**config.mk**
```make
export PLATFORM = sky130hd
export DESIGN_NAME = periph_irq_top
export DESIGN_NICKNAME = d
export VERILOG_FILES = /design/src/plic_pkg.sv /design/src/periph_irq_top.sv /design/src/plic_target.sv /design/src/plic_regs.sv /design/src/plic_gateway.sv
export VERILOG_INCLUDE_DIRS = /design/src
export SDC_FILE = /design/constraint.sdc
export NUM_CORES = 1
export LEC_CHECK = 0
export BUFFER_PORTS_ARGS = -buffer_cell sky130_fd_sc_hd__buf_2
export CAP_MARGIN = 10
export CORE_UTILIZATION = 39
export DETAILED_ROUTE_END_ITERATION = 12
export GPL_TIMING_DRIVEN = 0
export PLACE_DENSITY = 0.66
export SKIP_CTS_REPAIR_TIMING = 1
export SYNTH_ARGS = -nofsm -noshare
export SYNTH_HDL_FRONTEND = slang
export SYNTH_HIERARCHICAL = 1
export SYNTH_SLANG_ARGS = --single-unit
export TNS_END_PERCENT = 100
```
**constraint.sdc**
```tcl
create_clock -name clk_i -period 48.1 [get_ports clk_i]
set_input_delay 2.405 -clock clk_i [delete_from_list [all_inputs] [get_ports clk_i]]
set_output_delay 2.405 -clock clk_i [all_outputs]
set_load 0.1 [all_outputs]
```
**src/plic_macros.svh**
```systemverilog
`ifndef PLIC_MACROS_SVH
`define PLIC_MACROS_SVH

// ------------------------------
// Sizes
// ------------------------------

// Source IDs, ID 0 included and never used
`define PLIC_NUM_SOURCES 16
`define PLIC_SRC_ID_WIDTH 4

// Machine and supervisor context of the core
`define PLIC_NUM_TARGETS 2

// Highest priority is 7
`define PLIC_PRIO_WIDTH 3

// ------------------------------
// Register map
// ------------------------------

// One word per source
`define PLIC_PRIO_BASE 32'h0000_0000
`define PLIC_PRIO_STRIDE 32'h0000_0004

// Pending bits, read only
`define PLIC_PENDING_ADDR 32'h0000_1000

// One enable word per target
`define PLIC_ENABLE_BASE 32'h0000_2000
`define PLIC_ENABLE_STRIDE 32'h0000_0080

// One page per target context
`define PLIC_CTX_BASE 32'h0020_0000
`define PLIC_CTX_STRIDE 32'h0000_1000
`define PLIC_THRESHOLD_OFFSET 32'h0000_0000
`define PLIC_CLAIM_OFFSET 32'h0000_0004

`endif
```
**src/plic_pkg.sv**
```systemverilog
`include "plic_macros.svh"

package plic_pkg;

    // ------------------------------
    // Interrupt types
    // ------------------------------

    // Source ID, 0 means no interrupt
    typedef logic [`PLIC_SRC_ID_WIDTH-1:0] src_id_t;

    // Priority or threshold
    typedef logic [`PLIC_PRIO_WIDTH-1:0] prio_t;

    // One bit per source ID
    typedef logic [`PLIC_NUM_SOURCES-1:0] src_vec_t;

    // One bit per target
    typedef logic [`PLIC_NUM_TARGETS-1:0] tgt_vec_t;

    // Index of a target
    typedef logic [$clog2(`PLIC_NUM_TARGETS)-1:0] tgt_idx_t;

    // ------------------------------
    // Register bus types
    // ------------------------------

    typedef logic [31:0] reg_addr_t;
    typedef logic [31:0] reg_data_t;

endpackage

```
**src/periph_irq_top.sv**
```systemverilog
`timescale 1ns/100ps

`include "plic_macros.svh"

module periph_irq_top
    import plic_pkg::*;
(
    input  logic       clk_i,
    input  logic       arst_n_i,

    // Register strobe bus
    input  logic       reg_req_i,
    input  logic       reg_we_i,
    input  reg_addr_t  reg_addr_i,
    input  reg_data_t  reg_wdata_i,
    output reg_data_t  reg_rdata_o,

    // SoC event lines, all levels
    input  logic       c2h_irq_i,
    input  logic       cluster_eoc_i,
    input  logic       irq_mbox_i,
    input  logic       cl_dma_pe_evt_i,
    input  logic [3:0] udma_evt_i,
    input  logic [1:0] can_irq_i,
    input  logic [3:0] pwm_irq_i,

    // Bit 0 machine, bit 1 supervisor
    output tgt_vec_t   irq_o
);

    src_vec_t                         irq_sources;
    src_vec_t                         pending;
    src_id_t  [`PLIC_NUM_TARGETS-1:0] best_id;
    prio_t    [`PLIC_NUM_SOURCES-1:0] prio;
    src_vec_t [`PLIC_NUM_TARGETS-1:0] enable;
    prio_t    [`PLIC_NUM_TARGETS-1:0] threshold;
    logic                             claim;
    src_id_t                          claim_id;
    logic                             complete;
    src_id_t                          complete_id;

    // ------------------------------
    // Source map
    // ------------------------------
    assign irq_sources[0]     = 1'b0;
    assign irq_sources[1]     = c2h_irq_i;
    assign irq_sources[2]     = cluster_eoc_i;
    assign irq_sources[3]     = irq_mbox_i;
    assign irq_sources[7:4]   = udma_evt_i;
    assign irq_sources[8]     = cl_dma_pe_evt_i;
    assign irq_sources[10:9]  = can_irq_i;
    assign irq_sources[14:11] = pwm_irq_i;
    // Spare ID
    assign irq_sources[15]    = 1'b0;

    // ------------------------------
    // Interrupt controller
    // ------------------------------
    plic_gateway plic_gateway_inst (
        .clk_i         ( clk_i       ),
        .arst_n_i      ( arst_n_i    ),
        .src_i         ( irq_sources ),
        .claim_i       ( claim       ),
        .claim_id_i    ( claim_id    ),
        .complete_i    ( complete    ),
        .complete_id_i ( complete_id ),
        .pending_o     ( pending     )
    );

    plic_regs plic_regs_inst (
        .clk_i         ( clk_i       ),
        .arst_n_i      ( arst_n_i    ),
        .reg_req_i     ( reg_req_i   ),
        .reg_we_i      ( reg_we_i    ),
        .reg_addr_i    ( reg_addr_i  ),
        .reg_wdata_i   ( reg_wdata_i ),
        .reg_rdata_o   ( reg_rdata_o ),
        .pending_i     ( pending     ),
        .best_id_i     ( best_id     ),
        .prio_o        ( prio        ),
        .enable_o      ( enable      ),
        .threshold_o   ( threshold   ),
        .claim_o       ( claim       ),
        .claim_id_o    ( claim_id    ),
        .complete_o    ( complete    ),
        .complete_id_o ( complete_id )
    );

    plic_target plic_target_inst (
        .clk_i       ( clk_i     ),
        .arst_n_i    ( arst_n_i  ),
        .pending_i   ( pending   ),
        .prio_i      ( prio      ),
        .enable_i    ( enable    ),
        .threshold_i ( threshold ),
        .best_id_o   ( best_id   ),
        .eip_o       ( irq_o     )
    );

endmodule

```
**src/plic_target.sv**
```systemverilog
`timescale 1ns/100ps

`include "plic_macros.svh"

module plic_target
    import plic_pkg::*;
(
    input  logic                             clk_i,
    input  logic                             arst_n_i,

    // Pending vector from the gateway
    input  src_vec_t                         pending_i,

    // Configuration from the register block
    input  prio_t    [`PLIC_NUM_SOURCES-1:0] prio_i,
    input  src_vec_t [`PLIC_NUM_TARGETS-1:0] enable_i,
    input  prio_t    [`PLIC_NUM_TARGETS-1:0] threshold_i,

    output src_id_t  [`PLIC_NUM_TARGETS-1:0] best_id_o,
    output tgt_vec_t                         eip_o
);

    src_id_t [`PLIC_NUM_TARGETS-1:0] best_id_d;
    src_id_t [`PLIC_NUM_TARGETS-1:0] best_id_q;
    prio_t   [`PLIC_NUM_TARGETS-1:0] best_prio;
    tgt_vec_t eip_d;
    tgt_vec_t eip_q;

    // ------------------------------
    // Highest priority search
    // ------------------------------

    // Ascending scan with a strict compare, so the lower ID keeps a tie
    always_comb begin
        best_id_d = '0;
        best_prio = '0;
        eip_d     = '0;
        for (int t = 0; t < `PLIC_NUM_TARGETS; t++) begin
            for (int s = 1; s < `PLIC_NUM_SOURCES; s++) begin
                if (pending_i[s] && enable_i[t][s] && (prio_i[s] > best_prio[t])) begin
                    best_prio[t] = prio_i[s];
                    best_id_d[t] = src_id_t'(s);
                end
            end
            // Zero priority never wins, so best_prio 0 means nothing to take
            eip_d[t] = (best_prio[t] > threshold_i[t]);
        end
    end

    // ------------------------------
    // Output registers
    // ------------------------------
    always_ff @(posedge clk_i or negedge arst_n_i) begin
        if (!arst_n_i) begin
            best_id_q <= '0;
            eip_q     <= '0;
        end else begin
            best_id_q <= best_id_d;
            eip_q     <= eip_d;
        end
    end

    assign best_id_o = best_id_q;
    assign eip_o     = eip_q;

    // Reserved ID 0 is never pending and keeps priority zero
    assert property (@(posedge clk_i) disable iff (!arst_n_i)
        !pending_i[0] && (prio_i[0] == '0));

endmodule

```
**src/plic_regs.sv**
```systemverilog
`timescale 1ns/100ps

`include "plic_macros.svh"

module plic_regs
    import plic_pkg::*;
(
    input  logic                             clk_i,
    input  logic                             arst_n_i,

    // Register strobe bus
    input  logic                             reg_req_i,
    input  logic                             reg_we_i,
    input  reg_addr_t                        reg_addr_i,
    input  reg_data_t                        reg_wdata_i,
    output reg_data_t                        reg_rdata_o,

    // State from gateway and target blocks
    input  src_vec_t                         pending_i,
    input  src_id_t  [`PLIC_NUM_TARGETS-1:0] best_id_i,

    // Configuration towards the target block
    output prio_t    [`PLIC_NUM_SOURCES-1:0] prio_o,
    output src_vec_t [`PLIC_NUM_TARGETS-1:0] enable_o,
    output prio_t    [`PLIC_NUM_TARGETS-1:0] threshold_o,

    // Pulses towards the gateway
    output logic                             claim_o,
    output src_id_t                          claim_id_o,
    output logic                             complete_o,
    output src_id_t                          complete_id_o
);

    localparam int unsigned EN_SHIFT  = $clog2(`PLIC_ENABLE_STRIDE);
    localparam int unsigned CTX_SHIFT = $clog2(`PLIC_CTX_STRIDE);

    prio_t    [`PLIC_NUM_SOURCES-1:0] prio_q;
    src_vec_t [`PLIC_NUM_TARGETS-1:0] enable_q;
    prio_t    [`PLIC_NUM_TARGETS-1:0] threshold_q;
    reg_data_t rdata_q;
    reg_data_t rdata_d;

    reg_addr_t prio_off;
    reg_addr_t en_off;
    reg_addr_t ctx_off;
    reg_addr_t ctx_word;
    logic      prio_hit;
    logic      pend_hit;
    logic      en_hit;
    logic      thr_hit;
    logic      cc_hit;
    src_id_t   prio_idx;
    tgt_idx_t  en_tgt;
    tgt_idx_t  ctx_tgt;
    src_id_t   cc_best;
    logic      rd_strobe;
    logic      wr_strobe;

    assign rd_strobe = reg_req_i & ~reg_we_i;
    assign wr_strobe = reg_req_i & reg_we_i;

    // ------------------------------
    // Address decode
    // ------------------------------
    assign prio_off = reg_addr_i - `PLIC_PRIO_BASE;
    assign en_off   = reg_addr_i - `PLIC_ENABLE_BASE;
    assign ctx_off  = reg_addr_i - `PLIC_CTX_BASE;
    assign ctx_word = ctx_off & (`PLIC_CTX_STRIDE - 1);

    assign prio_idx = prio_off[2 +: `PLIC_SRC_ID_WIDTH];
    assign en_tgt   = en_off[EN_SHIFT +: $bits(tgt_idx_t)];
    assign ctx_tgt  = ctx_off[CTX_SHIFT +: $bits(tgt_idx_t)];

    assign prio_hit = (prio_off < `PLIC_NUM_SOURCES * `PLIC_PRIO_STRIDE)
                    && (prio_off[1:0] == 2'b00);
    assign pend_hit = (reg_addr_i == `PLIC_PENDING_ADDR);
    assign en_hit   = (en_off < `PLIC_NUM_TARGETS * `PLIC_ENABLE_STRIDE)
                    && ((en_off & (`PLIC_ENABLE_STRIDE - 1)) == '0);
    assign thr_hit  = (ctx_off < `PLIC_NUM_TARGETS * `PLIC_CTX_STRIDE)
                    && (ctx_word == `PLIC_THRESHOLD_OFFSET);
    assign cc_hit   = (ctx_off < `PLIC_NUM_TARGETS * `PLIC_CTX_STRIDE)
                    && (ctx_word == `PLIC_CLAIM_OFFSET);

    // ------------------------------
    // Claim and complete pulses
    // ------------------------------

    // Stale best ID (already claimed last cycle) gives no claim
    assign cc_best    = best_id_i[ctx_tgt];
    assign claim_o    = rd_strobe & cc_hit & pending_i[cc_best];
    assign claim_id_o = cc_best;

    assign complete_o    = wr_strobe & cc_hit;
    assign complete_id_o = reg_wdata_i[`PLIC_SRC_ID_WIDTH-1:0];

    // ------------------------------
    // Configuration storage
    // ------------------------------
    always_ff @(posedge clk_i or negedge arst_n_i) begin
        if (!arst_n_i) begin
            prio_q      <= '0;
            enable_q    <= '0;
            threshold_q <= '0;
        end else if (wr_strobe) begin
            // Priority of ID 0 stays zero
            if (prio_hit && (prio_idx != '0)) begin
                prio_q[prio_idx] <= reg_wdata_i[`PLIC_PRIO_WIDTH-1:0];
            end
            if (en_hit) begin
                enable_q[en_tgt] <= reg_wdata_i[`PLIC_NUM_SOURCES-1:0];
            end
            if (thr_hit) begin
                threshold_q[ctx_tgt] <= reg_wdata_i[`PLIC_PRIO_WIDTH-1:0];
            end
        end
    end

    // ------------------------------
    // Read data
    // ------------------------------
    always_comb begin
        rdata_d = '0;
        if (prio_hit) begin
            rdata_d = reg_data_t'(prio_q[prio_idx]);
        end else if (pend_hit) begin
            rdata_d = reg_data_t'(pending_i);
        end else if (en_hit) begin
            rdata_d = reg_data_t'(enable_q[en_tgt]);
        end else if (thr_hit) begin
            rdata_d = reg_data_t'(threshold_q[ctx_tgt]);
        end else if (cc_hit) begin
            rdata_d = claim_o ? reg_data_t'(cc_best) : '0;
        end
    end

    // Holds the last read value until the next read
    always_ff @(posedge clk_i or negedge arst_n_i) begin
        if (!arst_n_i) begin
            rdata_q <= '0;
        end else if (rd_strobe) begin
            rdata_q <= rdata_d;
        end
    end

    assign reg_rdata_o = rdata_q;
    assign prio_o      = prio_q;
    assign enable_o    = enable_q;
    assign threshold_o = threshold_q;

    // A claim never names the reserved ID 0
    assert property (@(posedge clk_i) disable iff (!arst_n_i)
        claim_o |-> (claim_id_o != '0));

endmodule

```
**src/plic_gateway.sv**
```systemverilog
`timescale 1ns/100ps

`include "plic_macros.svh"

module plic_gateway
    import plic_pkg::*;
(
    input  logic     clk_i,
    input  logic     arst_n_i,

    // Level inputs, one per source ID
    input  src_vec_t src_i,

    // Claim and complete pulses from the register block
    input  logic     claim_i,
    input  src_id_t  claim_id_i,
    input  logic     complete_i,
    input  src_id_t  complete_id_i,

    output src_vec_t pending_o
);

    // ID 0 is reserved and never takes part
    localparam src_vec_t VALID_MASK = ~src_vec_t'(1);

    src_vec_t pending_q;
    src_vec_t in_service_q;
    src_vec_t claim_vec;
    src_vec_t complete_vec;

    // ------------------------------
    // One-hot decode of the pulses
    // ------------------------------
    always_comb begin
        claim_vec    = '0;
        complete_vec = '0;
        if (claim_i) begin
            claim_vec[claim_id_i] = 1'b1;
        end
        if (complete_i) begin
            complete_vec[complete_id_i] = 1'b1;
        end
        // A complete only counts for a source in service
        complete_vec = complete_vec & in_service_q;
    end

    // ------------------------------
    // Level gateway state
    // ------------------------------
    always_ff @(posedge clk_i or negedge arst_n_i) begin
        if (!arst_n_i) begin
            pending_q    <= '0;
            in_service_q <= '0;
        end else begin
            // New request only when idle, claim moves it to in service
            pending_q <= ((pending_q & ~claim_vec)
                         | (src_i & ~pending_q & ~in_service_q)) & VALID_MASK;
            in_service_q <= (in_service_q | claim_vec) & ~complete_vec;
        end
    end

    assign pending_o = pending_q;

    // Register block must never claim a source that is not waiting
    assert property (@(posedge clk_i) disable iff (!arst_n_i)
        claim_i |-> pending_q[claim_id_i]);

endmodule

```
### Word level (Yosys, flattened, before mapping)

Cells that the tools add are included.

| storage, ports and cells | value |
|---|---|
| memories kept | 0 |
| register bits | 159 |
| word-level logic and storage cells | 259 |
| bits in writable memories | 0 |
| input bits | 82 |
| latch bits | 0 |
| ROM bits | 0 |

| operators by class | value |
|---|---|
| reduce and logical (&&, ||, !) cells | 77 |
| $mul | 0 |
| mux-type cells | 91 |
| equal/unequal tests | 2 |
| add/subtract/negate cells | 2 |
| shift operators | 0 |
| magnitude comparators | 44 |
| divide/modulo/power cells | 0 |
| bitwise operators | 17 |

Operator list:

| operator | number |
|---|---|
| 32-bit two-way mux | 5 |
| 3-bit two-way mux | 39 |
| 4-bit two-way mux | 25 |
| 3-bit > comparator | 30 |
| 16-bit two-way mux | 5 |
| 1-bit logical AND | 70 |
| 16-bit AND | 4 |
| 32-bit zero test | 2 |
| 16-bit NOT | 4 |
| 48-bit bitwise mux | 1 |
| 32-bit bitwise mux | 1 |
| 32-bit by 13-bit == test with 1-bit output (second input constant) | 1 |
| 32-bit by 14-bit less-than comparator with 1-bit output (second input constant) | 1 |
| 32-bit by 7-bit less-than comparator with 1-bit output (second input constant) | 1 |
| 32-bit by 9-bit less-than comparator with 1-bit output (second input constant) | 1 |
| 16-bit OR | 2 |
| 32-bit by 14-bit subtractor with 32-bit output (second input constant) | 1 |
| 32-bit by 22-bit subtractor with 32-bit output (second input constant) | 1 |
| 15-bit by 16-bit AND with 16-bit output | 1 |
| 16-bit demux with 1-bit select | 1 |
| 4-bit by 5-bit less-than comparator with 1-bit output (second input constant) | 3 |
| 3-bit binary-select mux with 4-bit select | 1 |
| 3-bit demux with 4-bit select | 1 |
| 12-bit by 3-bit == test with 1-bit output (second input constant) | 1 |
| 15 further kinds | 31 |

### Logic depth before layout (Yosys ltp)

| depth | value |
|---|---|
| depth after elaboration | 46 |
| depth in mapped cells | 102 |
| mapped depth without buffers | 102 |

### Cells and area by module

The synthesis kept the hierarchy.

By module, submodules not included:

| module | area an instance (sq um) | cells an instance | instances | seq. area each (sq um) |
|---|---|---|---|---|
| plic_regs | 5,728.0 | 465 | 1 | 2,552.4 |
| plic_target | 4,362.9 | 624 | 1 | 250.2 |
| plic_gateway | 1,267.5 | 122 | 1 | 750.7 |
| periph_irq_top | 3.8 | 1 | 1 | 0.0 |

### Worst setup path before layout

OpenSTA, ideal clock, no wires.

| timing path | value |
|---|---|
| kind | register -> register |
| start point | reg plic_gateway_inst.pending_q[1], in the netlist plic_gateway_inst/pending_o[1] |
| end point | reg plic_target_inst.eip_q[0], in the netlist plic_target_inst/eip_o[0] |
| required time | 47.974 ns |
| arrival time | 17.648 ns |
| period minus slack after synthesis | 17.774 ns |
| path slack | 30.326 ns |
| cell stages (with the launch flop) | 96 |
| buffers on the path | 0 |
| cell sequence | dfrtp_1 -> nand3_1 -> ha_1 -> o211ai_1 -> a31oi_2 -> and2_1 -> o21ai_0 -> inv_1 -> ha_1 -> nand2_1 -> nor2_1 -> and3_1 -> or3_4 -> nor2_1 -> nand2_1 -> o21ai_0 -> inv_1 -> ha_1 -> (+60 left out) -> o221a_2 -> o21ai_2 -> mux2_2 -> ha_1 -> inv_1 -> a21o_1 -> a21oi_1 -> a311oi_1 -> o21ba_2 -> o211ai_1 -> a21boi_1 -> ha_1 -> a311oi_1 -> mux2i_1 -> ha_1 -> a21o_1 -> a21oi_1 -> a31oi_1 |

| between the ends | value |
|---|---|
| word-level cells in the longest chain between the ends | 46 |

Ends and longest elaborated chain:

| item | line | text |
|---|---|---|
| start: declaration | plic_gateway.sv:26 | `src_vec_t pending_q;` |
| start signal: assignment | plic_gateway.sv:56 | `pending_q <= ((pending_q & ~claim_vec)` |
| 1-bit logical AND * (2 in series) | plic_target.sv:40 | `if (pending_i[s] && enable_i[t][s] && (prio_i[s] > best_prio[t])) begin` |
| 3-bit two-way mux * | plic_target.sv:40 |  |
| 3-bit > comparator | plic_target.sv:40 |  |
| 1-bit logical AND | plic_target.sv:40 |  |
| 3-bit two-way mux * | plic_target.sv:40 |  |
| 3-bit > comparator | plic_target.sv:40 |  |
| 1-bit logical AND | plic_target.sv:40 |  |
| 3-bit two-way mux * | plic_target.sv:40 |  |
| (+30 left out) | -- |  |
| 3-bit > comparator | plic_target.sv:40 |  |
| 1-bit logical AND | plic_target.sv:40 |  |
| 3-bit two-way mux * | plic_target.sv:40 |  |
| 3-bit > comparator | plic_target.sv:40 |  |
| 1-bit logical AND | plic_target.sv:40 |  |
| 3-bit two-way mux * | plic_target.sv:40 |  |
| 3-bit > comparator * | plic_target.sv:46 | `eip_d[t] = (best_prio[t] > threshold_i[t]);` |
| net plic_target_inst.eip_d[0] | plic_target.sv:26 | `tgt_vec_t eip_d;` |
| end signal: assignment | plic_target.sv:59 | `eip_q <= eip_d;` |
| end: declaration | plic_target.sv:27 | `tgt_vec_t eip_q;` |

The timed path passes the listed nets; every way through them passes the cells marked *.
A chain may end at the register's enable or synchronous reset.

### Worst setup path in the final report

Same ends and word-level chain as after synthesis.

==> impl_metrics.ini <==
[yosys]
syn_avg_cell_area_sq_um = 9.37
synth.most_common_cell = dfrtp_1
yosys.area.top_type = dfrtp_1
yosysSeqAreaShare_pct = 31.3
syn_area_sq_mm = 0.0114
async_reset_ff_share_pct = 100
synth_edf_count = 0
ys_seq_elements = 142
yosys_warnings = 6
synthFlopType = dfrtp_1
synth.distinct_cells = 110
synth_top_area_share_pct = 31.3
ys_top_cells_by_area = dfrtp_1, mux2_2, ha_1, nand2_1, mux4_2
synth_commonest_cells = dfrtp_1, nand2_1, mux2_2
netlist_instances = 1212

[detailed_routing]
dr.pass1.iters = 5
drc = 0
drt-total-wl_mm = 36.3
avgViaCountPerCell = 6.06
ant_nets = 0
num_vias = 10438
drt_iter0_markers = 1116
post_drt_wl_per_cell_um = 21.1

[worst_setup_path]
cp-start-kind = register
path_common_cell = ha_1
crit_arrival_ns = 22.02
crit_slowest_cell = a311oi_1
critPathKind = reg -> reg
end_kind = register
cp_max_fo = 12
required_ns = 48.41
max_stage_delay_ns = 0.83

[power_and_ir_drop]
switchingPower_uw = 77.9
power.internal_uw = 210
switching_share_pct = 27.1
seq_power_share_pct = 43.3
ir_drop_mv = 0.0248
totalPowerFinal_uw = 288
power_frac_clock_pct = 47.8
power_density_mw_per_mm2 = 22.3
total_leakage_power_nw = 5.69
pwr-share-comb_pct = 8.9

[sta]
worst_pin_slew_ns = 1.01
fin_tns_setup_ns = 0
hold_viol = 0
period_share_pct = 45.1
setup_viol = 0
drv_slew = 0
skew_ns = 0.0108
period_needed_ns = 21.71
relSlewSlack_pct = 32.2
rsz0062_at_grt = false
max_freq_mhz = 46.1

[clock_tree]
cts_root_buffer = clkbuf_16
cts.sinks = 142
cts_max_level = 4
clockBufferDepth = 2
insertion_delay_ns = 0.44
clk_pin_slew_worst_paths_ns = 0.06
numCtsBuffers = 17
cts_tree = yes

[status]
status = completed

[grt]
use_met1_pct = 33.8
grt_busiest_layer = met2
grtUsageTotal_pct = 24.4
antenna_found_initial = 0
grtUsageMet2_pct = 38.9
grtUsageMet3_pct = 4.24
grt_max_degree = 73
grt_remaining_overflow = 0
grt_pass1_wl_mm = 56.7
grt_pass1_vias = 10003

[placement]
dp_hpwl_mm = 28.2
port_buffers = 78
place_congestion = 0.998

[floorplanning]
die_w_um = 173
row_count = 62
die_y_um = 173
floorplan.initialDensity_pct = 39.6
die-area_sq_mm = 0.0298
core-area_sq_mm = 0.0287
boundaryPins = 116

[cells_and_area]
area_delta_synth_final_pct = 13.8
antenna_cells = 0
final_layout_size_suffix_gt1_share_pct = 24.6
nNetsFinal = 1457
fillCellCount = 2780

[min_path]
min_path_type = reg -> reg

[flow_run]
drv_cap = 0
-- final cells by class --
| class | count | area (sq um) | share of cell area, % |
|---|---|---|---|
| Buffer | 60 | 339 | 2.62 |
| Timing Repair Buffer | 80 | 429 | 3.32 |
| Inverter | 57 | 214 | 1.66 |
| Clock inverter | 13 | 166 | 1.29 |
| Multi-Input combinational cell | 968 | 7310 | 56.6 |
| Clock buffer | 19 | 433 | 3.35 |
| Tap cell | 384 | 480 | 3.72 |
| Sequential cell | 142 | 3550 | 27.5 |
-- worst max-delay path: cells and delay by family, from the launching register on --
kind | cells | cell delay [ns]
simple gates | 33 | 5.66
mux | 6 | 1.98
compound gates | 36 | 8.46
flops | 1 | 0.63
buf+inv | 5 | 0.46
fa+ha+maj | 16 | 4.36
-- per-stage QoR --
| stage | worst slack (ns) | util [%] | instances | area [sq um] | hold slack, ns |
|---|---|---|---|---|---|
| after floorplan | 30.33 | - | 1227 | 11400 | 0.425 |
| after global placement | 27.16 | 42.8 | 1689 | 12300 | 0.450 |
| after detailed placement | 26.87 | 42.9 | 1690 | 12300 | 0.454 |
| after CTS | 26.78 | 45.0 | 1722 | 12900 | 0.468 |
| after global routing | 24.89 | 45.0 | 1723 | 12900 | 0.486 |
| final | 26.39 | 45.0 | 1723 | 12900 | 0.468 |
-- placed cells by master, fill, tap and decap left out, types with 11 or more instances in the layout --
| cell type | instances |
|---|---|
| mux2i_1 | 16 |
| a21oi_1 | 40 |
| and2_1 | 18 |
| buf_4 | 22 |
| mux2_4 | 21 |
| o211ai_1 | 14 |
| o21ai_0 | 73 |
| a22oi_1 | 17 |
| nor2_1 | 81 |
| clkbuf_16 | 17 |
| mux4_2 | 17 |
| a22o_1 | 20 |
| nor2b_1 | 11 |
| inv_1 | 57 |
| conb_1 | 18 |
| o21a_1 | 15 |
| dfrtp_1 | 142 |
| nand2_1 | 102 |
| nand3_1 | 45 |
| buf_2 | 81 |
| and3_1 | 25 |
| clkbuf_1 | 28 |
| mux2_2 | 85 |
| nand2b_1 | 13 |
| nor3_1 | 32 |
| ha_1 | 49 |
| o21ai_1 | 11 |
-- worst paths after layout --
check / slack (ns) / start / to / cells after the start
max in group asynchronous: 45.33 / arst_n_i / plic_regs_inst/prio_o[29]$_DFFE_PN0P_ / 2
max: 26.39 / plic_gateway_inst/pending_o[1]$_DFF_PN0_ / plic_target_inst/eip_o[0]$_DFF_PN0_ / 96
min reg2reg: 0.47 / plic_regs_inst/prio_o[0]$_DFFE_PN0P_ / plic_regs_inst/prio_o[0]$_DFFE_PN0P_ / 1
max reg2reg: 26.39 / plic_gateway_inst/pending_o[1]$_DFF_PN0_ / plic_target_inst/eip_o[0]$_DFF_PN0_ / 96
min: 0.47 / plic_regs_inst/prio_o[0]$_DFFE_PN0P_ / plic_regs_inst/prio_o[0]$_DFFE_PN0P_ / 1
min in group asynchronous: 1.99 / arst_n_i / plic_regs_inst/reg_rdata_o[2]$_DFFE_PN0P_ / 1
-- state kept, by name (all words and copies together), names as in the netlist --
signal	cells
plic_regs_inst/prio_o	48
plic_regs_inst/enable_o	32
plic_regs_inst/reg_rdata_o	16
plic_gateway_inst/in_service_q	15
plic_gateway_inst/pending_o	15
plic_target_inst/best_id_o	8
plic_regs_inst/threshold_o	6
plic_target_inst/eip_o	2
-- cells by family (layout without fill, tap and decap cells) --
logic type,count (synthesis),in the layout,share of synthesized area (%)
compound gates,339,339,21.8
xor+xnor,3,3,0.231
fa+ha+maj,54,54,5.84
buf+inv,117,229,4.87
flops,142,142,31.3
mux,141,141,16.3
other cells,3,18,0.0991
simple gates,413,413,19.5
-- power by group through the flow --
stage	Clock [mW]	Sequential [mW]	Combinational (mW)
2_1_floorplan	0	0.126	0.0148
3_3_place_gp	0	0.127	0.0247
3_5_place_dp	0	0.127	0.0255
4_1_cts	0.140	0.125	0.0256
5_1_grt	0.145	0.125	0.0273
6_report	0.137	0.125	0.0256
-- routing by layer --
metal,up-vias,part of all wire (%)
li1,4810,-
met1,5145,45
met2,427,46
met3,56,6.9
met4,0,2.0
met5,-,0
Power figures use the tool's default switching activity.
